`src/design/dsp16_types_pkg.sv`:
```
// DSP16 Y-AAU common widths
// Vector types for data words, pointer addresses and instruction words

package dsp16_types_pkg;

    // Word widths
    localparam int data_w    = 16;
    localparam int addr_w    = 11;
    localparam int instr_w   = 16;
    localparam int ptr_sel_w = 2;

    // Pointer file r0 to r3
    localparam int num_ptr = 4;

    // RAM depth in address bits, full pointer range by default
    localparam int default_ram_aw = 11;

    // RAM data word
    typedef logic [data_w-1:0] data_t;

    // Pointer value or RAM address, wraps modulo 2048
    typedef logic [addr_w-1:0] addr_t;

    // Instruction word
    typedef logic [instr_w-1:0] instr_t;

    // Pointer index from the r field
    typedef logic [ptr_sel_w-1:0] ptr_sel_t;

endpackage

```
`src/design/dsp16_isa_pkg.sv`:
```
// DSP16 Y-AAU instruction set
// Opcode and modify encodings, field positions and decoder control structs

package dsp16_isa_pkg;

    import dsp16_types_pkg::*;

    // Opcode in bits 15..13, codes 5 to 7 raise the fault level
    typedef enum logic [2:0] {
        op_nop      = 3'd0,
        op_load_ptr = 3'd1,
        op_load_j   = 3'd2,
        op_read     = 3'd3,
        op_write    = 3'd4
    } opcode_e;

    // Post-modify of the selected pointer after an access
    typedef enum logic [1:0] {
        mod_none  = 2'd0,
        mod_inc   = 2'd1,
        mod_dec   = 2'd2,
        mod_add_j = 2'd3
    } modify_e;

    // Opcode field
    localparam int op_msb = 15;
    localparam int op_lsb = 13;

    // Pointer select, like the DSP16 r field
    localparam int r_msb = 12;
    localparam int r_lsb = 11;

    // 11-bit immediate for pointer and j loads
    localparam int imm_msb = 10;
    localparam int imm_lsb = 0;

    // Modify field, shares the upper immediate bits
    localparam int mod_msb = 10;
    localparam int mod_lsb = 9;

    // Command to one pointer unit
    typedef struct packed {
        logic  load;
        addr_t load_value;
        logic  step_en;
        addr_t step;        // already reduced to 11 bits
    } ptr_cmd_t;

    // RAM access request
    typedef struct packed {
        logic     valid;
        logic     write;
        ptr_sel_t sel;
        data_t    wdata;
    } mem_req_t;

endpackage

```
`src/design/yaau_decode.sv`:
```
// Y-AAU instruction decoder
// Registers pointer commands and RAM requests, holds j and the sticky fault

`timescale 1ns/1ps

module yaau_decode (
    input  logic                     clk,
    input  logic                     rst,
    input  logic                     cen,
    input  dsp16_types_pkg::instr_t  instr,
    input  logic                     instr_valid,
    input  dsp16_types_pkg::data_t   wdata,
    output dsp16_isa_pkg::ptr_cmd_t  ptr_cmd [dsp16_types_pkg::num_ptr],
    output dsp16_isa_pkg::mem_req_t  mem_req,
    output logic                     fault
);

    import dsp16_types_pkg::*;
    import dsp16_isa_pkg::*;

    // Instruction fields
    opcode_e  opcode;
    ptr_sel_t r_sel;
    modify_e  modify;
    addr_t    imm;

    // Step register j
    addr_t    j;

    addr_t    step;
    logic     access;
    logic     undefined;

    ptr_cmd_t cmd_next [num_ptr];
    mem_req_t req_next;

    assign opcode = opcode_e'(instr[op_msb:op_lsb]);
    assign r_sel  = instr[r_msb:r_lsb];
    assign modify = modify_e'(instr[mod_msb:mod_lsb]);
    assign imm    = instr[imm_msb:imm_lsb];

    // Opcode classes
    always_comb begin
        access    = 1'b0;
        undefined = 1'b0;
        case (opcode)
            op_nop, op_load_ptr, op_load_j: begin
                access = 1'b0;
            end
            op_read, op_write: begin
                access = 1'b1;
            end
            default: begin
                undefined = 1'b1;
            end
        endcase
    end

    // Signed step as an 11-bit value, minus one is all ones
    always_comb begin
        case (modify)
            mod_inc:   step = addr_t'(1);
            mod_dec:   step = '1;
            mod_add_j: step = j;
            default:   step = '0;
        endcase
    end

    // Only the selected pointer gets a command
    always_comb begin
        for (int i = 0; i < num_ptr; i++) begin
            cmd_next[i] = '0;
            if (instr_valid && r_sel == ptr_sel_t'(i)) begin
                cmd_next[i].load       = (opcode == op_load_ptr);
                cmd_next[i].load_value = imm;
                cmd_next[i].step_en    = access && (modify != mod_none);
                cmd_next[i].step       = step;
            end
        end
    end

    always_comb begin
        req_next.valid = instr_valid && access;
        req_next.write = (opcode == op_write);
        req_next.sel   = r_sel;
        req_next.wdata = wdata;
    end

    // Commands and requests are one-cycle strobes
    always_ff @(posedge clk) begin
        if (rst) begin
            for (int i = 0; i < num_ptr; i++) begin
                ptr_cmd[i] <= '0;
            end
            mem_req <= '0;
        end else if (cen) begin
            ptr_cmd <= cmd_next;
            mem_req <= req_next;
        end
    end

    // j updates at the accepting edge
    always_ff @(posedge clk) begin
        if (rst) begin
            j <= '0;
        end else if (cen && instr_valid && opcode == op_load_j) begin
            j <= imm;
        end
    end

    // Sticky until reset
    always_ff @(posedge clk) begin
        if (rst) begin
            fault <= 1'b0;
        end else if (cen && instr_valid && undefined) begin
            fault <= 1'b1;
        end
    end

endmodule

```
`config.mk`:
```
export PLATFORM = sky130hd
export DESIGN_NAME = yaau_decode
export DESIGN_NICKNAME = d
export VERILOG_FILES = /design/src/design/dsp16_types_pkg.sv /design/src/design/dsp16_isa_pkg.sv /design/src/design/yaau_decode.sv
export SDC_FILE = /design/constraint.sdc
export NUM_CORES = 1
export LEC_CHECK = 0
export ABC_CLOCK_PERIOD_IN_PS = 1050
export BUFFER_PORTS_ARGS = -buffer_cell sky130_fd_sc_hd__buf_2
export CORE_MARGIN = 2
export CORE_UTILIZATION = 30
export CTS_CLUSTER_SIZE = 14
export DETAILED_ROUTE_END_ITERATION = 7
export GPL_TIMING_DRIVEN = 0
export REMOVE_ABC_BUFFERS = 1
export SYNTH_ARGS = -nofsm -noshare
export SYNTH_HDL_FRONTEND = slang
export SYNTH_SLANG_ARGS = --single-unit
```
`constraint.sdc`:
```
create_clock -name clk -period 1.05 [get_ports clk]
set_input_delay 0.0525 -clock clk [delete_from_list [all_inputs] [get_ports clk]]
set_output_delay 0.0525 -clock clk [all_outputs]
set_load 0.05 [all_outputs]
```
==> results of run 1 <==
sequential cells by signal (all words and copies together) (netlist names):
| register | flops |
|---|---|
| fault | 1 |
| mem_req | 20 |
| ptr_cmd | 96 |
| j | 11 |
cell usage in the layout (no fill, tap or decap), types with 2 or more instances in the layout:
cell,n
a22o_1,42
o21ba_2,2
nor2b_1,4
a21oi_1,10
nor2_1,67
dlygate4sd3_1,28
mux2i_1,29
nor2_4,4
clkbuf_1,6
buf_6,31
nand2b_1,25
a22oi_1,44
clkbuf_16,17
clkbuf_8,2
buf_4,87
nor3_4,2
o21ba_1,2
clkinv_2,4
buf_2,33
and4b_2,2
inv_1,13
a32oi_1,4
buf_12,2
nand2_1,5
dfxtp_1,127
worst min path at each step:
stage	depth (start not counted)	end	slack (ns)
final	3	j[10]	0.02
after global routing	3	j[10]	0.06
after CTS	3	j[10]	0.006
after detailed placement	3	mem_req[14]	0.30
after global placement	3	mem_req[5]	0.29
after floorplan	1	fault	0.12
cell usage after synthesis, types with 2 or more instances:
library cell,instances,share of area [%]
nor2b_1,4,0.54
nor3_4,2,0.70
nand2b_1,25,3.4
nor2_1,67,5.4
nand2_1,5,0.41
and4b_1,2,0.43
buf_6,3,0.73
a21oi_1,10,1.1
buf_2,15,1.6
a22o_1,42,8.0
a32oi_1,4,0.76
mux2i_1,29,6.3
inv_1,13,1.1
nor2_4,2,0.49
o21ba_2,2,0.43
a22oi_1,44,7.2
buf_4,4,0.65
dfxtp_1,128,56
clkbuf_1,13,1.1
o21ba_1,2,0.43
routing by layer:
layer	vias to the layer above	global-route usage, %	part of all wire, %
met1	1903	20.0	44
met2	112	27.2	50
li1	1880	-	-
met5	-	0	0
met4	0	6.40	1.7
met3	15	5.38	5.1
per-stage QoR:
step	hold WS, ns	setup WS [ns]	utilization (%)
2_1_floorplan	0.122	-0.193	-
3_3_place_gp	0.288	-1.65	35.8
3_5_place_dp	0.298	-1.25	36.0
4_1_cts	0.00608	0.00506	43.6
5_1_grt	0.0568	-0.0120	44.4
6_report	0.0242	0.0264	44.4
where the power goes:
group | switching, uW | internal [uW] | total (uW)
registers | 52.5 | 4950 | 5010
clock network | 2050 | 3350 | 5400
logic | 726 | 386 | 1110
area by class of cell:
| cell class | count | share of cell area [%] |
|---|---|---|
| sequential | 128 | 38.1 |
| multi-input combinational | 260 | 27.2 |
| timing repair buffer | 182 | 22.4 |
| inverter | 14 | 0.819 |
| clock buffer | 25 | 7.08 |
| clock inverter | 6 | 0.875 |
| tap | 188 | 3.50 |
logic make-up (layout without fill, tap and decap cells):
group | count (synthesis) | in the layout | synth area share [%]
AOI/OAI and AO/OA | 114 | 114 | 19.5
buffers and inverters | 50 | 227 | 5.29
muxes | 29 | 29 | 6.29
and+or+nand+nor | 116 | 117 | 13.4
DFF | 128 | 128 | 55.5
timing repair:
| item | 4_1_cts | 5_1_grt |
|---|---|---|
| setup endpoints to repair | 226 | 38 |
| setup buffers | 1 | 0 |
| hold endpoints to repair | 63 | 0 |
| gates resized for setup | 123 | 36 |
| cloned | 1 | 0 |
| pin swaps | 3 | 0 |
| hold buffers | 28 | 0 |
==> results by group, run 1 <==
Outcome
  – Status: completed

Layout
  – Share of cells above drive strength 1: 32.5%
  – Footprint of the multi-input gates: around 1800 um^2
  – Final Cell Area: 6720 um^2
  – Fillers: 1,403
  – Final cell count without fillers: approximately 800
  – Reg area: 2560 um^2
  – Final nets: between 600 and 700
  – P&R area growth vs syn: 45.6%
  – N_diodes: 0

GRT
  – First-pass GRT wire length: 20,700 um
  – Largest net degree at the start of global routing: 59
  – GRT Total Usage: 16.5%
  – Vias in the first global route: 3,870
  – Grt total ovfl: 0
  – Initial antenna violation count: 0

Pwr
  – VDD IR max: 0.983 mV
  – Leakage: 0.00286 uW
  – Power Total: approximately 12,000 uW
  – P per Cell Area: around 1700 nW/um^2

Placement
  – Dpl cells: 742
  – Port buffer count: 152
  – Placed Area: between 5000 and 6000 um^2
  – Detailed Place HPWL: 8390 um
  – Routability cong.: ~0.71

CTS
  – CTS tree: done
  – CTS H-Tree Depth: 4
  – Clk_lat worst skew: 0.41 ns
  – Clk pin slew, worst setup/hold paths: 0.05 ns
  – Max Buffers Root-to-Sink: 2
  – Root buffer cell: clkbuf_16
  – CTS buffer count: 17
  – Clk sinks: 128

Yosys
  – Number of synthesized flops with an enable pin: 0
  – Unique masters post-synth: roughly 40
  – Post-Synthesis Cells: 437
  – Syn avg cell area: 10.6 um^2
  – Sequential fraction of the synthesis area: 55.5%
  – Yosys warns: 0
  – FFs w/ async S/R, synth: 0%
  – Ys flop type: dfxtp_1
  – #FFs+latches synth: 128
  – Mapped cell area: 4620 um^2

Critical path
  – R2r setup slk: about 0.060 ns
  – Crit-path max FO: 2
  – Crit path from: ptr_cmd[57]
  – Crit path to: ptr_cmd[57]
  – Worst r2r path cells: 3
  – CP Depth: 1
  – Crit Path Class: flop to primary output
  – CP endpoint kind: primary output
  – Crit-path cells: buf_4
  – Worst EP arrival: 0.97 ns
  – Buffers & Inverters on Critical Path: 1
  – Crit path required time: 1.00 ns
  – CP max stage delay: 0.35 ns
  – RR Startpoint: j[1]
  – Critical path launch point type: flop
  – R2R Path End: ptr_cmd[49]
  – CP max-delay cell: dfxtp_1
  – Cell family with most CP delay: flip-flops

STA
  – Max frequency: 977 MHz
  – Rel. slew slack: 57.9%
  – Fin. Hold Viols: 0
  – Setup TNS: 0 ns
  – Setup violations, final: 0
  – Tmin final: 1.02 ns
  – Clk_skew: 0.00795 ns
  – Worst-Margin Slew: approximately 0.63 ns
  – Final period util: 97.5%
  – Max-slew violations: 0

Routing
  – DRC Markers: 0
  – Total number of vias: 3,910
  – Vias/cell: 4.87
  – First-pass detailed-route iteration total: 4
  – Antenna viol nets, final: 0
  – Final WL: 13,300 um
  – Number of DRC markers in iteration 0: about 180
  – Routed wire length per instance: between 15 and 20 um

Worst hold path
  – Worst Hold Launch: instr[10]
  – Type of the worst min-delay path: input pin to flop

Die
  – Effective utilization at floorplan: 30.5%
  – Core Box Area: roughly 15,000 um^2
  – Die ar.: around 16,000 um^2
  – Die height: approximately 130 um
  – Ports: 153
  – Die Width: 128 um
  – Row count: 45

Flow run
  – Max-cap violations: 0
Power figures use the tool's default switching activity.
==> run 2, diff against run 1 <==
- BUFFER_PORTS_ARGS: -buffer_cell sky130_fd_sc_hd__buf_2 -> not set
- CTS_BUF_LIST: not set -> sky130_fd_sc_hd__clkbuf_8
- DONT_BUFFER_PORTS: not set -> 1
- PLACE_DENSITY: not set -> 0.54
==> run 2 against run 1 <==
  * The flow now finishes with violations (negative hold slack)
  * Cell area is 18% lower
  * Sequential cell count stayed put
  * Combinational power down 64%
  * Maximum frequency is 2.4% higher
  * Routed wire length down 7.8%
  * Sequential power up 4.6%
  * Via count shrank 17%
  * Worst setup slack improved by 0.024 ns
  * Total power fell by 7.9%
  * Sequential share of layout area grew 13 points
  * Critical endpoint is now ptr_cmd[78]
==> results by group, run 2 (synthesis gave the netlist of run 1 again) <==
Worst hold path
  – End of the worst hold path: mem_req[0] (was j[10])
  – Hold depth: 1 (was 3)
  – Worst Hold Launch: rst (was instr[10])
  – Type of the worst min-delay path: input pin to flop (unchanged)

CTS
  – Clk_lat worst skew: 0.44 ns (was 0.41 ns)
  – CTS buffer count: 17 (unchanged)
  – Number of setup buffers added after CTS: 0 (was 1)
  – Max Buffers Root-to-Sink: 2 (unchanged)
  – Clk sinks: 128 (unchanged)
  – Root buffer cell: clkbuf_8 (was clkbuf_16)
  – CTS tree: done (unchanged)
  – Hold buffer count at cts: 12 (was 28)
  – Clk pin slew, worst setup/hold paths: 0.08 ns (was 0.05 ns)
  – CTS H-Tree Depth: 4 (unchanged)

Pwr
  – Sequential Power Share: 49.5% (was 43.5%)
  – Clock Power Share: 46.7% (was 46.9%)
  – Power Total: 10,600 uW (was 11,500 uW)
  – VDD IR max: 0.811 mV (was 0.983 mV)
  – P per Cell Area: 1930 nW/um^2 (was 1710 nW/um^2)
  – P_sw: 2590 uW (was 2820 uW)
  – Leakage: 0.00200 uW (was 0.00286 uW)
  – Switch share: 24.4% (was 24.5%)
  – Combinational power share: 3.8% (was 9.7%)
  – Int Pwr: 8010 uW (was 8690 uW)

Critical path
  – Crit-path max FO: 2 (unchanged)
  – R2R Path End: ptr_cmd[30] (was ptr_cmd[49])
  – Crit path required time: 1.00 ns (about the same)
  – RR Startpoint: j[6] (was j[1])
  – R2r setup slk: 0.09 ns (was 0.06 ns)
  – Worst r2r path cells: 3 (unchanged)
  – CP endpoint kind: primary output (unchanged)
  – CP Depth: 0 (was 1)
  – Worst EP arrival: 0.95 ns (was 0.97 ns)
  – Critical path launch point type: flop (unchanged)
  – Crit Path Class: flop to primary output (unchanged)

STA
  – Final period util: 95.2% (was 97.5%)
  – Max-slew violations: 0 (unchanged)
  – Tmin final: 1.00 ns (was 1.02 ns)
  – Clk_skew: 0.0113 ns (was 0.00795 ns)
  – Rel. slew slack: 28.8% (was 57.9%)
  – Max frequency: 1000 MHz (was 977 MHz)
  – Worst-Margin Slew: 1.06 ns (was 0.630 ns)
  – Fin. Hold Viols: 124 (was 0)
  – Fin Hold WS: -0.316 ns (was 0.0242 ns)
  – Setup violations, final: 0 (unchanged)
  – RSZ-0062 raised after global routing: false

Layout
  – N_diodes: 0 (unchanged)
  – Register name with the most flops: ptr_cmd (unchanged)
  – Commonest non-fill, non-tap cell in the layout: dfxtp_2 (was dfxtp_1)
  – P&R area growth vs syn: 18.9% (was 45.6%)
  – Fillers: 1,499 (was 1,403)
  – Largest registers: ptr_cmd: 96 flops, mem_req: 20 flops, j: 11 flops (unchanged)
  – Final nets: 467 (was 639)
  – Share of cells above drive strength 1: 37.4% (was 32.5%)
  – Most frequent cells in the layout: 81 x dfxtp_2, 67 x nor2_1, 44 x a22oi_1, 42 x a22o_1, 36 x dfxtp_4 (was 127 x dfxtp_1, 87 x buf_4, 67 x nor2_1, 44 x a22oi_1, 42 x a22o_1)
  – Max reg flops: 96 (unchanged)

Routing
  – Number of DRC markers in iteration 0: 151 (was 179)
  – First-pass detailed-route iteration total: 5 (was 4)
  – DRC Markers: 0 (unchanged)
  – Antenna viol nets, final: 0 (unchanged)
  – Final WL: 12,200 um (was 13,300 um)
  – Vias/cell: 5.15 (was 4.87)
  – Total number of vias: 3,256 (was 3,910)
  – Routed wire length per instance: 19.3 um (was 16.5 um)

Die
  – Row count: 45 (unchanged)
  – Die Width: 128 um (unchanged)
  – Die ar.: 16,400 um^2 (unchanged)
  – Die height: 128 um (unchanged)
  – Core Box Area: 15,100 um^2 (unchanged)
  – Effective utilization at floorplan: 30.5% (unchanged)
  – Ports: 153 (unchanged)

Outcome
  – Violated checks: negative hold slack
  – Status: finished, violations left (was completed)

GRT
  – Vias in the first global route: 3,199 (was 3,870)
  – Largest net degree at the start of global routing: 108 (was 59)
  – First-pass GRT wire length: 18,700 um (was 20,700 um)
  – Initial antenna violation count: 0 (unchanged)
  – Grt total ovfl: 0 (unchanged)
  – GRT Total Usage: 15.2% (was 16.5%)

Placement
  – Detailed Place HPWL: 7660 um (was 8390 um)
  – Port buffer count: 0 (was 152)
  – Routability cong.: 0.688 (was 0.708)

Flow run
  – Max-cap violations: 0 (unchanged)
-- run 2: cell count changes in the layout (fill, tap and decap cells not counted), sizes merged, moves of 3 or more --
cell,previous run,this run
buf,154,0
inv,14,17
bufinv,1,5
clkbuf,25,19
dlygate4sd3,28,11
-- run 2: worst max path at each step --
stage / from / endpoint
detailed placement: cen / j[10]
global route: ptr_cmd[78] / ptr_cmd[78]
floorplan: cen / ptr_cmd[11]
global placement: cen / ptr_cmd[8]
CTS: ptr_cmd[72] / ptr_cmd[72]
finish: ptr_cmd[78] / ptr_cmd[78]
-- run 2: stage by stage --
step / instances / cell area [um^2] / setup TNS (ns) / utilization, % / setup slack [ns]
after global routing: 632 / 5490 / 0 / 36.2 / 0.0000814
after floorplan: 401 / 4420 / -8.72 / - / -0.193
final: 632 / 5490 / 0 / 36.2 / 0.0502
after global placement: 589 / 4660 / -33.21 / 30.8 / -0.623
after detailed placement: 589 / 4660 / -12.57 / 30.8 / -0.391
after CTS: 633 / 5420 / 0 / 35.8 / 0.000379
-- run 2: area by class of cell --
class | count | area [um^2] | area share (%)
repair buffers | 11 | 110 | 2.01
well taps | 188 | 235 | 4.29
flip-flops and latches | 128 | 2800 | 51.0
inverters | 14 | 52.6 | 0.957
clock inverters | 13 | 209 | 3.81
multi-input cells | 259 | 1820 | 33.2
clock buffers | 19 | 262 | 4.76
-- run 2: layer usage --
layer | global-route usage [%] | vias to the layer above | routed length, um
li1 | - | 1541 | -
met1 | 18.0 | 1591 | 5260
met2 | 23.8 | 108 | 5810
met3 | 7.10 | 16 | 977
met4 | 6.46 | 0 | 164
met5 | 0 | - | 0
-- run 2: what timing repair did --
item / in CTS / in global routing
setup endpoints to repair: 119 / 39
resized for setup: 123 / 32
pin swaps: 0 / 1
endpoints found under the hold margin: 125 / 124
-- run 2: power by group through the flow --
| stage | registers, uW | logic [uW] | clock network [uW] |
|---|---|---|---|
| 2_1_floorplan | 5400 | 272 | 0 |
| 3_3_place_gp | 5420 | 332 | 0 |
| 3_5_place_dp | 5420 | 348 | 0 |
| 4_1_cts | 5310 | 409 | 5120 |
| 5_1_grt | 5250 | 451 | 5350 |
| 6_report | 5240 | 403 | 4960 |
