File: src/design/dsp16_types_pkg.sv
// DSP16 Y-AAU common widths
// Vector types for data words, pointer addresses and instruction words

package dsp16_types_pkg;

    // Word widths
    localparam int data_w    = 16;
    localparam int addr_w    = 11;
    localparam int instr_w   = 16;
    localparam int ptr_sel_w = 2;

    // Pointer file r0 to r3
    localparam int num_ptr = 4;

    // RAM depth in address bits, full pointer range by default
    localparam int default_ram_aw = 11;

    // RAM data word
    typedef logic [data_w-1:0] data_t;

    // Pointer value or RAM address, wraps modulo 2048
    typedef logic [addr_w-1:0] addr_t;

    // Instruction word
    typedef logic [instr_w-1:0] instr_t;

    // Pointer index from the r field
    typedef logic [ptr_sel_w-1:0] ptr_sel_t;

endpackage

File: src/design/dsp16_isa_pkg.sv
// DSP16 Y-AAU instruction set
// Opcode and modify encodings, field positions and decoder control structs

package dsp16_isa_pkg;

    import dsp16_types_pkg::*;

    // Opcode in bits 15..13, codes 5 to 7 raise the fault level
    typedef enum logic [2:0] {
        op_nop      = 3'd0,
        op_load_ptr = 3'd1,
        op_load_j   = 3'd2,
        op_read     = 3'd3,
        op_write    = 3'd4
    } opcode_e;

    // Post-modify of the selected pointer after an access
    typedef enum logic [1:0] {
        mod_none  = 2'd0,
        mod_inc   = 2'd1,
        mod_dec   = 2'd2,
        mod_add_j = 2'd3
    } modify_e;

    // Opcode field
    localparam int op_msb = 15;
    localparam int op_lsb = 13;

    // Pointer select, like the DSP16 r field
    localparam int r_msb = 12;
    localparam int r_lsb = 11;

    // 11-bit immediate for pointer and j loads
    localparam int imm_msb = 10;
    localparam int imm_lsb = 0;

    // Modify field, shares the upper immediate bits
    localparam int mod_msb = 10;
    localparam int mod_lsb = 9;

    // Command to one pointer unit
    typedef struct packed {
        logic  load;
        addr_t load_value;
        logic  step_en;
        addr_t step;        // already reduced to 11 bits
    } ptr_cmd_t;

    // RAM access request
    typedef struct packed {
        logic     valid;
        logic     write;
        ptr_sel_t sel;
        data_t    wdata;
    } mem_req_t;

endpackage

File: src/design/yaau_ptr.sv
// Y-AAU pointer register
// One of r0..r3, loaded by immediate or post-modified by a step

`timescale 1ns/1ps

module yaau_ptr (
    input  logic                     clk,
    input  logic                     rst,
    input  logic                     cen,
    input  dsp16_isa_pkg::ptr_cmd_t  cmd,
    output dsp16_types_pkg::addr_t   ptr_value
);

    import dsp16_types_pkg::*;
    import dsp16_isa_pkg::*;

    addr_t next_value;
    addr_t stepped;

    // 11-bit sum, so the result wraps modulo 2048
    assign stepped = ptr_value + cmd.step;

    // Load wins over step
    always_comb begin
        if (cmd.load) begin
            next_value = cmd.load_value;
        end else if (cmd.step_en) begin
            next_value = stepped;
        end else begin
            next_value = ptr_value;
        end
    end

    always_ff @(posedge clk) begin
        if (rst) begin
            ptr_value <= '0;
        end else if (cen) begin
            ptr_value <= next_value;
        end
    end

endmodule

File: config.mk
export PLATFORM = sky130hd
export DESIGN_NAME = yaau_ptr
export DESIGN_NICKNAME = d
export VERILOG_FILES = /design/src/design/dsp16_types_pkg.sv /design/src/design/dsp16_isa_pkg.sv /design/src/design/yaau_ptr.sv
export SDC_FILE = /design/constraint.sdc
export NUM_CORES = 1
export LEC_CHECK = 0
export ABC_AREA = 0
export BUFFER_PORTS_ARGS = -buffer_cell sky130_fd_sc_hd__clkbuf_2
export CAP_MARGIN = 20
export CORE_MARGIN = 5
export CORE_UTILIZATION = 55
export CTS_BUF_LIST = sky130_fd_sc_hd__clkbuf_4
export CTS_CLUSTER_DIAMETER = 150
export DETAILED_ROUTE_END_ITERATION = 8
export PLACE_DENSITY = 0.95
export SETUP_SLACK_MARGIN = 0.1
export SLEW_MARGIN = 10
export SYNTH_ARGS = -nofsm -noshare
export SYNTH_HDL_FRONTEND = slang
export SYNTH_SLANG_ARGS = --single-unit
export TNS_END_PERCENT = 30
File: constraint.sdc
create_clock -name clk -period 4.07 [get_ports clk]
set_input_delay 0.407 -clock clk [delete_from_list [all_inputs] [get_ports clk]]
set_output_delay 0.407 -clock clk [all_outputs]
set_load 0.02 [all_outputs]
==> metrics.txt, run 1 <==
Die Width=54.4 µm; Period minus WS final=approximately 2300 ps; clk_lat worst skew=~280 ps; Reg clk slew, reported paths=around 80 ps; Area Overhead vs Synth=20.3%; count of input and output buffers=37; drt wl/cell=14.1 µm; register-to-register setup slack=1810 ps; row cnt=16; Gates resized, CTS repair=0; launch point of the worst reg-to-reg path=ptr_value[0]; Final ANT Viol Nets=0; Max clock buf depth=2; total CTS buffers=3; # setup viols final=0; Worst VDD drop=slightly below 0.0003 V; grt ovf=0; Die H=approximately 54 µm; final hold violations=0; die area=just under 3000 µm²; area leader, netlist=dfxtp_1; Synth Flop Type=dfxtp_1; Crit path required time=about 4300 ps; antenna diode count=0; CTS tree=built; num ports=38; fin area=~1300 µm²; router iterations before antenna repair=4; Setup CP Type=flop to flop; most common cell in the netlist=nor2_1; Area contributors post-synth=dfxtp_1 (20%), ha_1 (12%), a211oi_1 (8.3%); synth unique cells=between 40 and 50; critical path arrival=approximately 2500 ps; Critical Path Start Type=flop; hold path depth=3; vias in the first global route=approximately 1100; CP startpoint=ptr_value[0]; Max Transition Viols Final=0; Worst Skew=between 6 and 7 ps; share of the synthesized area in the top cell type=approximately a fifth; Iter 0 DRT Violations=45; placed cell area=1280 µm²; mapped cell area=1090 µm²; TritonCTS Sinks=11; Pleak=about 0.6 nW; first-pass GRT wire length=between 4 and 5 mm; gpl congestion=0.772; outcome=finished clean; Hold Crit Start=cmd[14]; Synth warnings=0; period utilization=55.6%; layout net count=209; Reg with most FFs=ptr_value; Worst slew margin=between 60 and 70%; Post-CTS Hold Buffers=0; initial antenna violation count=0; Pwr Density=290 nW/µm²; synthesized flop and latch total=11; largest net degree at the start of global routing=22; DRC errors left=0; H-tree depth=1; Core Area=~1900 µm²; hold crit path type=primary input to flop; Via Count=approximately 1200; GR Util All Layers=a little over a fifth; biggest regs=ptr_value: 11 flops; total wire length=2.78 mm; HPWL after DPL=approximately 2.2 mm; Fmax=~440 MHz; Async SR Flop Fraction=0%; capture point of the worst reg-to-reg path=ptr_value[8]; register area share after synthesis=about a fifth; max reg flops=11; root buffer cell=clkbuf_4; synth cell count leaders=nor2_1 (18), a211oi_1 (12), dfxtp_1 (11); crit-path max FO=3; routed vias/inst=5.86; Post-synth EDFFs=0; syn_area_per_cell=between 8 and 9 µm²; worst slew pin tran=507 ps; RSZ-0062 raised after global routing=no; synthesized net count=172; crit path capture type=flop; number of max-cap violations=0; setup TNS=0 ps; Post-CTS Repair Setup Buffers=0; number of fillers in the final layout=164; count of mapped cells out of synthesis=roughly 130; starting density of the core=56.5%; Hold EP=ptr_value[2]; R2R cell count=9; share of cells above drive strength 1=between 20% and 30%
==> layout by cell type, fill, tap and decap left out, drive strengths merged, types with 2 or more instances in the layout <==
| master | Yosys | routed |
|---|---|---|
| xnor2 | 3 | 3 |
| o21a | 2 | 2 |
| inv | 5 | 5 |
| nand2b | 3 | 3 |
| and2 | 2 | 2 |
| nor2 | 19 | 19 |
| and3 | 3 | 3 |
| a211oi | 15 | 15 |
| mux2i | 7 | 7 |
| ha | 10 | 10 |
| nand2 | 5 | 5 |
| nor3 | 9 | 9 |
| a21oi | 5 | 5 |
| o21ai | 9 | 9 |
| dfxtp | 11 | 11 |
| clkbuf | 1 | 40 |
| xor2 | 2 | 2 |
==> routing by layer <==
layer	part of all wire (%)	GRT usage [%]	up-vias	routed length, µm
li1	-	-	574	-
met1	43	26.1	515	1190
met2	47	36.7	61	1300
met3	8.7	5.18	5	243
met4	1.4	7.88	0	40
met5	0	0	-	0
==> where the power goes <==
| part | switching, mW | internal (mW) |
|---|---|---|
| clock | 0.0430 | 0.0365 |
| combinational | 0.101 | 0.0718 |
| sequential | 0.00798 | 0.118 |
| total | 0.152 | 0.226 |
==> metrics by stage <==
step	util [%]	power [mW]	hold WS (ps)	instances	setup WS, ps
floorplan	-	0.254	504	134	1930
global placement	66.5	0.291	503	193	1870
detailed placement	66.5	0.298	513	193	1710
CTS	68.0	0.377	434	197	1830
global route	68.0	0.406	431	197	1690
finish	68.0	0.378	424	197	1810
==> worst max-delay path, cell delays in order (launching register included) <==
cell and delay, ps:
dfxtp_1 360, ha_1 210, inv_1 70, fa_1 400, and2b_1 260, o2111ai_1 150, a31oi_1 210, xor2_1 190
mux2i_1 110, a211oi_2 220
==> worst max path at each step <==
| stage | depth (start not counted) | endpoint |
|---|---|---|
| 6_report | 9 | ptr_value[8] |
| 5_1_grt | 9 | ptr_value[8] |
| 4_1_cts | 9 | ptr_value[8] |
| 3_5_place_dp | 10 | ptr_value[8] |
| 3_3_place_gp | 10 | ptr_value[8] |
| 2_1_floorplan | 9 | ptr_value[10] |
==> cell type report <==
type,count,area [µm²],area share (%)
clock buffer,3,22.5,1.72
clock inverter,1,5.00,0.383
inverter,5,18.8,1.44
multi-input combinational,113,821,62.8
sequential,11,220,16.9
tap,27,33.8,2.59
timing repair buffer,37,185,14.2
==> kinds of logic (layout without fill, tap and decap cells) <==
group | after synthesis | count (layout) | synth area share, %
AND/OR/NAND/NOR | 48 | 48 | 21.5
AO/OA/AOI/OAI | 42 | 42 | 30.2
adder cells (fa/ha/maj) | 11 | 11 | 13.4
flip-flops | 11 | 11 | 20.3
buffers and inverters | 10 | 46 | 4.15
multiplexers | 7 | 7 | 6.45
XOR/XNOR | 5 | 5 | 4.03
No activity file was read; power rests on OpenSTA's default activity.
==> inputs of run 2 (changes only) <==
- ABC_AREA: 0 -> 1
- CORE_UTILIZATION: 55 -> 46
- PLACE_DENSITY: 0.95 -> 0.89
- clock period: 4.07 -> 2 ns (I/O delays scaled with it)
==> metrics.txt, run 2 <==
H-tree depth=1 (unchanged); synth cell count leaders=nand2_1 (42), inv_1 (23), a21oi_1 (22); crit path capture type=flop; final hold violations=0 (unchanged); Critical Path Start Type=flop; starting density of the core=48.1% (-8.4 points); mapped cell area=1060 µm² (-2.1%); Iter 0 DRT Violations=27 (-40%); Area contributors post-synth=dfxtp_1 (21%), nand2_1 (15%), ha_1 (12%); Final ANT Viol Nets=0 (unchanged); synth unique cells=21 (-50%); largest net degree at the start of global routing=15 (-32%); Post-CTS Hold Buffers=0 (unchanged); number of max-cap violations=0 (unchanged); clk_lat worst skew=280 ps (about the same); Reg with most FFs=ptr_value; grt ovf=0 (unchanged); most common cell type on the critical path=nand2_1; Reg clk slew, reported paths=80 ps (about the same); synthesized flop and latch total=11 (unchanged); setup TNS=0 ps (unchanged); Pleak=0.741 nW (+21%); router iterations before antenna repair=4 (unchanged); Post-Place Worst Slack=149 ps (-1560 ps); num ports=38 (unchanged); GR Util All Layers=16.1% (-5.5 points); count of input and output buffers=37 (unchanged); CP max-delay cell=fa_1; most common cell in the netlist=nand2_1; setup ws final=220 ps (-1590 ps); crit-path max FO=4 (+1); Max clock buf depth=2 (unchanged); Worst Skew=3.64 ps (-2.88 ps); Overall Power=747 µW (+97%); Die H=58.1 µm (+6.7%); Hold Crit Start=rst; most frequent cells in the layout=nand2_1 (42), clkbuf_2 (37), inv_1 (22), a21oi_1 (22), nor2_1 (15); CP peak stage delay=390 ps (about the same); Setup CP Type=flop to flop; worst slew pin tran=422 ps (-85.2 ps); routed vias/inst=5.02 (-14%); final core utilization=59.9% (-8.1 points); total CTS buffers=3 (unchanged); global route hottest layer=met2; drt wl/cell=11.1 µm (-21%); TritonCTS Sinks=11 (unchanged); gpl congestion=0.847 (+9.7%); Worst VDD drop=0.000343 V (+16%); count of mapped cells out of synthesis=170 (+27%); first-pass GRT wire length=4.27 mm (-8.7%); Max Transition Viols Final=0 (unchanged); Post-synth EDFFs=0 (unchanged); critical path arrival=2000 ps (-470 ps); Worst slew margin=71.8% (+5.6 points); antenna diode count=0 (unchanged); share of cells above drive strength 1=28.4% (-0.98 points); Synth warnings=0 (unchanged); total wire length=2.66 mm (-4.5%); most common cell after layout, fill and taps aside=nand2_1; outcome=finished clean; Synth Flop Type=dfxtp_1; Crit path required time=2220 ps (-2050 ps); die area=3370 µm² (+14%); Period minus WS final=1780 ps (-485 ps); synthesized net count=208 (+21%); root buffer cell=clkbuf_4; period utilization=89.0% (+33 points); # setup viols final=0 (unchanged); Via Count=1199 (+3.8%); syn_area_per_cell=6.26 µm² (-23%); share of the synthesized area in the top cell type=20.7% (+0.43 points); register area share after synthesis=20.7% (+0.43 points); fraction of the mapped netlist area in adder cells=13.6% (+0.28 points); DRC errors left=0 (unchanged); met3 Use GR=3.34% (-1.8 points); Pwr Density=563 nW/µm² (+95%); Area Overhead vs Synth=24.6%; hold crit path type=primary input to flop; area leader, netlist=dfxtp_1; max reg flops=11 (unchanged); biggest regs=ptr_value: 11 flops; RSZ-0062 raised after global routing=no; Fmax=562 MHz (+27%); Synth Area in XOR/XNOR=2.47% (-1.6 points); CTS tree=built; CP startpoint=ptr_value[0]; HPWL after DPL=2.16 mm (-2.4%); row cnt=17 (+1); layout net count=250 (+20%); simple-gate area share of the yosys netlist=35.9% (+14 points); Synth Area in Compound Gates=17.8% (-12 points); initial antenna violation count=0 (unchanged); met1 track demand over resource=21.9% (-4.2 points); vias in the first global route=1051 (-3.8%); Core Area=2210 µm² (+15%); largest family of logic cells by synthesized area=simple AND/OR/NAND/NOR gates; launch point of the worst reg-to-reg path=ptr_value[0]; Die Width=58.1 µm (+6.7%); met2 usage=24.2% (-12 points); Async SR Flop Fraction=0% (unchanged); CP Cell Sequence=ha_2, inv_1, fa_1, inv_2, nand3_1, nand3_1, nand2_1, nand2_1, nand2_1, nand3_1, nand2_1, a21oi_1; post-synthesis mux area share=0% (-6.5 points)
## run 2: cell count changes after synthesis, sizes merged, moves of 7 or more
| cell | previous run | this run |
|---|---|---|
| a211oi | 15 | 0 |
| a21oi | 5 | 23 |
| inv | 5 | 23 |
| mux2i | 7 | 0 |
| nand2 | 5 | 48 |
| nand3 | 1 | 14 |
| nor3 | 9 | 0 |
## run 2: kinds of logic after synthesis
group,after synthesis
compound gates,34
xor+xnor,3
fa+ha+maj,11
simple gates,85
buf+inv,26
flops,11
## run 2: worst max-delay path, delay by kind of cell, from the launching register on
| kind | cells | cell delay (ps) |
|---|---|---|
| adders and majority gates | 2 | 590 |
| DFF | 1 | 350 |
| AOI/OAI and AO/OA | 1 | 110 |
| buffers and inverters | 2 | 180 |
| and+or+nand+nor | 7 | 500 |
## run 2: final cells by class
cell class	instances	area, µm²
fill	226	887
multi-input combinational	133	744
sequential	11	221
timing repair buffer	40	208
inverter	23	86.3
tap	28	35.0
clock buffer	4	30.0
## run 2: worst paths after layout
kind             endpoint  depth (start not counted)  slack (ps)
min reg2reg  ptr_value[7]                          2         490
min          ptr_value[9]                          2         140
max          ptr_value[8]                         12         220
max reg2reg  ptr_value[8]                         12         220
## run 2: layer usage
layer,vias to the layer above,wire length [µm]
li1,638,-
met1,519,1330
met2,37,1150
met3,5,145
met4,0,37
met5,-,0
## run 2: stage by stage
| stage | area (µm²) | instances | hold slack (ps) |
|---|---|---|---|
| finish | 1330 | 239 | 140 |
| global route | 1330 | 239 | 150 |
| global placement | 1280 | 233 | 434 |
| CTS | 1310 | 237 | 137 |
| detailed placement | 1280 | 233 | 433 |
| floorplan | 1060 | 170 | 262 |
## run 2: power breakdown
part	total, mW	switching [mW]	internal [mW]
Clock	0.180	0.0887	0.0910
Combinational	0.314	0.190	0.124
Sequential	0.253	0.0148	0.238
Total	0.747	0.294	0.453
## run 2: repair_timing
| action | in CTS | in global routing |
|---|---|---|
| setup buffers | 0 | 2 |
| resized for setup | 0 | 3 |
| endpoints found under the setup margin | 0 | 2 |
==> inputs of run 3 (changes only) <==
- CORE_UTILIZATION: 46 -> 51
- PLACE_DENSITY: 0.89 -> 0.93
- clock period: 2 -> 1.7 ns (I/O delays scaled with it)
==> metrics.txt, run 3 (synthesis results as in run 2) <==
count of input and output buffers=37 (unchanged); number of fillers in the final layout=134 (-41%); most frequent cells in the layout=nand2_1 (39), clkbuf_2 (37), inv_1 (21), a21oi_1 (16), nor2_1 (15); Seq pwr share=31.1% (-2.7 points); crit-path max FO=5 (+1); gpl congestion=0.886 (+4.5%); biggest regs=ptr_value: 11 flops; starting density of the core=53.7% (+5.6 points); Die Width=55.7 µm (-4.2%); setup TNS=0 ps (unchanged); register-to-register setup slack=20 ps (-200 ps); capture point of the worst reg-to-reg path=ptr_value[10]; layout net count=251 (+0.40%); Pwr Density=666 nW/µm² (+18%); hold slack=123 ps (-16.9 ps); row cnt=16 (-1); switching part of the total power=42.0% (+2.6 points); hold path depth=3 (+1); CTS tree=built; router iterations before antenna repair=5 (+1); Hold Crit Start=cmd[12]; Via Count=1376 (+15%); Reg clk slew, reported paths=80 ps (about the same); RSZ-0062 raised after global routing=yes; antenna diode count=0 (unchanged); multi-input gate area in the final layout=860 µm² (+15%); critical path arrival=1900 ps (-100 ps); Clk pwr share=22.0% (-2.1 points); HPWL after DPL=2.26 mm (+4.6%); outcome=finished clean; # setup viols final=0 (unchanged); R2R cell count=8 (-4); Pleak=0.766 nW (+3.3%); hold crit path type=primary input to flop; routed vias/inst=5.76 (+15%); final core utilization=73.7% (+14 points); num ports=38 (unchanged); Die H=55.7 µm (-4.2%); switching power=408 µW (+39%); Int Pwr=564 µW (+25%); Crit path required time=1920 ps (-300 ps); vias in the first global route=1210 (+15%); GR Util All Layers=19.8% (+3.7 points); initial antenna violation count=0 (unchanged); Hold EP=ptr_value[0]; max reg flops=11 (unchanged); H-tree depth=1 (unchanged); Worst Skew=0.394 ps (-3.24 ps); Worst VDD drop=0.000562 V (+64%); combinational power share=46.9% (+4.8 points); clk_lat worst skew=280 ps (about the same); largest net degree at the start of global routing=14 (-1); Period minus WS final=1680 ps (-102 ps); placed cell area=1300 µm² (+1.8%); number of max-cap violations=0 (unchanged); Max Transition Viols Final=0 (unchanged); drt wl/cell=16.0 µm (+44%); Core Area=1980 µm² (-10%); most common cell after layout, fill and taps aside=nand2_1; worst slew pin tran=443 ps (+21.2 ps); TritonCTS Sinks=11 (unchanged); Critical Path Start Type=flop; grt ovf=0 (unchanged); fin area=1460 µm² (+10%); Reg with most FFs=ptr_value; Final ANT Viol Nets=0 (unchanged); Area Overhead vs Synth=37.3%; Iter 0 DRT Violations=72 (+170%); first-pass GRT wire length=5.02 mm (+17%); launch point of the worst reg-to-reg path=ptr_value[8]; share of cells above drive strength 1=38.7% (+10 points); final hold violations=0 (unchanged); root buffer cell=clkbuf_4; Setup CP Type=flop to flop; period utilization=98.7% (+9.7 points); crit path capture type=flop; total wire length=3.83 mm (+44%); Worst slew margin=70.4% (-1.4 points); Fmax=596 MHz (+6.1%); total CTS buffers=3 (unchanged); die area=3100 µm² (-8.2%); Max clock buf depth=2 (unchanged); DRC errors left=0 (unchanged); FF+latch area=226 µm² (+2.3%)
-- run 3: how the worst max path moves through the flow --
| stage | slack (ps) | to | from | cells after the start |
|---|---|---|---|---|
| floorplan | 130 | ptr_value[8] | ptr_value[0] | 11 |
| global placement | 110 | ptr_value[8] | ptr_value[0] | 11 |
| detailed placement | 70 | ptr_value[8] | ptr_value[0] | 12 |
| CTS | 90 | ptr_value[8] | ptr_value[0] | 12 |
| global route | -50 | ptr_value[10] | ptr_value[8] | 8 |
| finish | 20 | ptr_value[10] | ptr_value[8] | 8 |
-- run 3: metrics by stage --
stage	power [mW]	instances	worst slack, ps
2_1_floorplan	0.567	170	131
3_3_place_gp	0.664	232	112
3_5_place_dp	0.670	232	69.5
4_1_cts	0.888	238	89.2
5_1_grt	1.01	239	-51.3
6_report	0.972	239	22.3
-- run 3: area by class of cell --
type                       instances  share of cell area, %
multi-input combinational        133                   58.9
sequential                        11                   15.5
timing repair buffer              41                   15.0
inverter                          23                   6.26
tap                               27                   2.31
clock buffer                       4                   2.06
-- run 3: power by group through the flow --
stage	combinational, mW	clock [mW]	sequential [mW]
after floorplan	0.240	0	0.327
after global placement	0.361	0	0.302
after detailed placement	0.368	0	0.303
after CTS	0.381	0.211	0.296
after global routing	0.492	0.216	0.305
final	0.456	0.214	0.302
-- run 3: metal layers --
layer  vias up  wire length, µm  global-route usage [%]
met2        97             1830                    34.1
met3        27              360                    2.55
met4         0              191                    10.4
met5         -                0                       0
met1       616             1450                    23.6
li1        636                -                       -
-- run 3: repair_timing --
item | in CTS | in global routing
setup buffers | 2 | 1
gates resized for setup | 2 | 24
hold buffers | 0 | 0
gates cloned | 0 | 0
pin swaps | 1 | 5
setup endpoints to repair | 3 | 7
hold endpoints to repair | 0 | 0
-- run 3: critical path: stages (launching register included) --
cell and delay, ps:
dfxtp_1 350, ha_1 360, nand2_1 210, inv_1 80
a21oi_2 180, nand4_1 140, nand3_2 100, nand2_1 60
a21oi_1 130
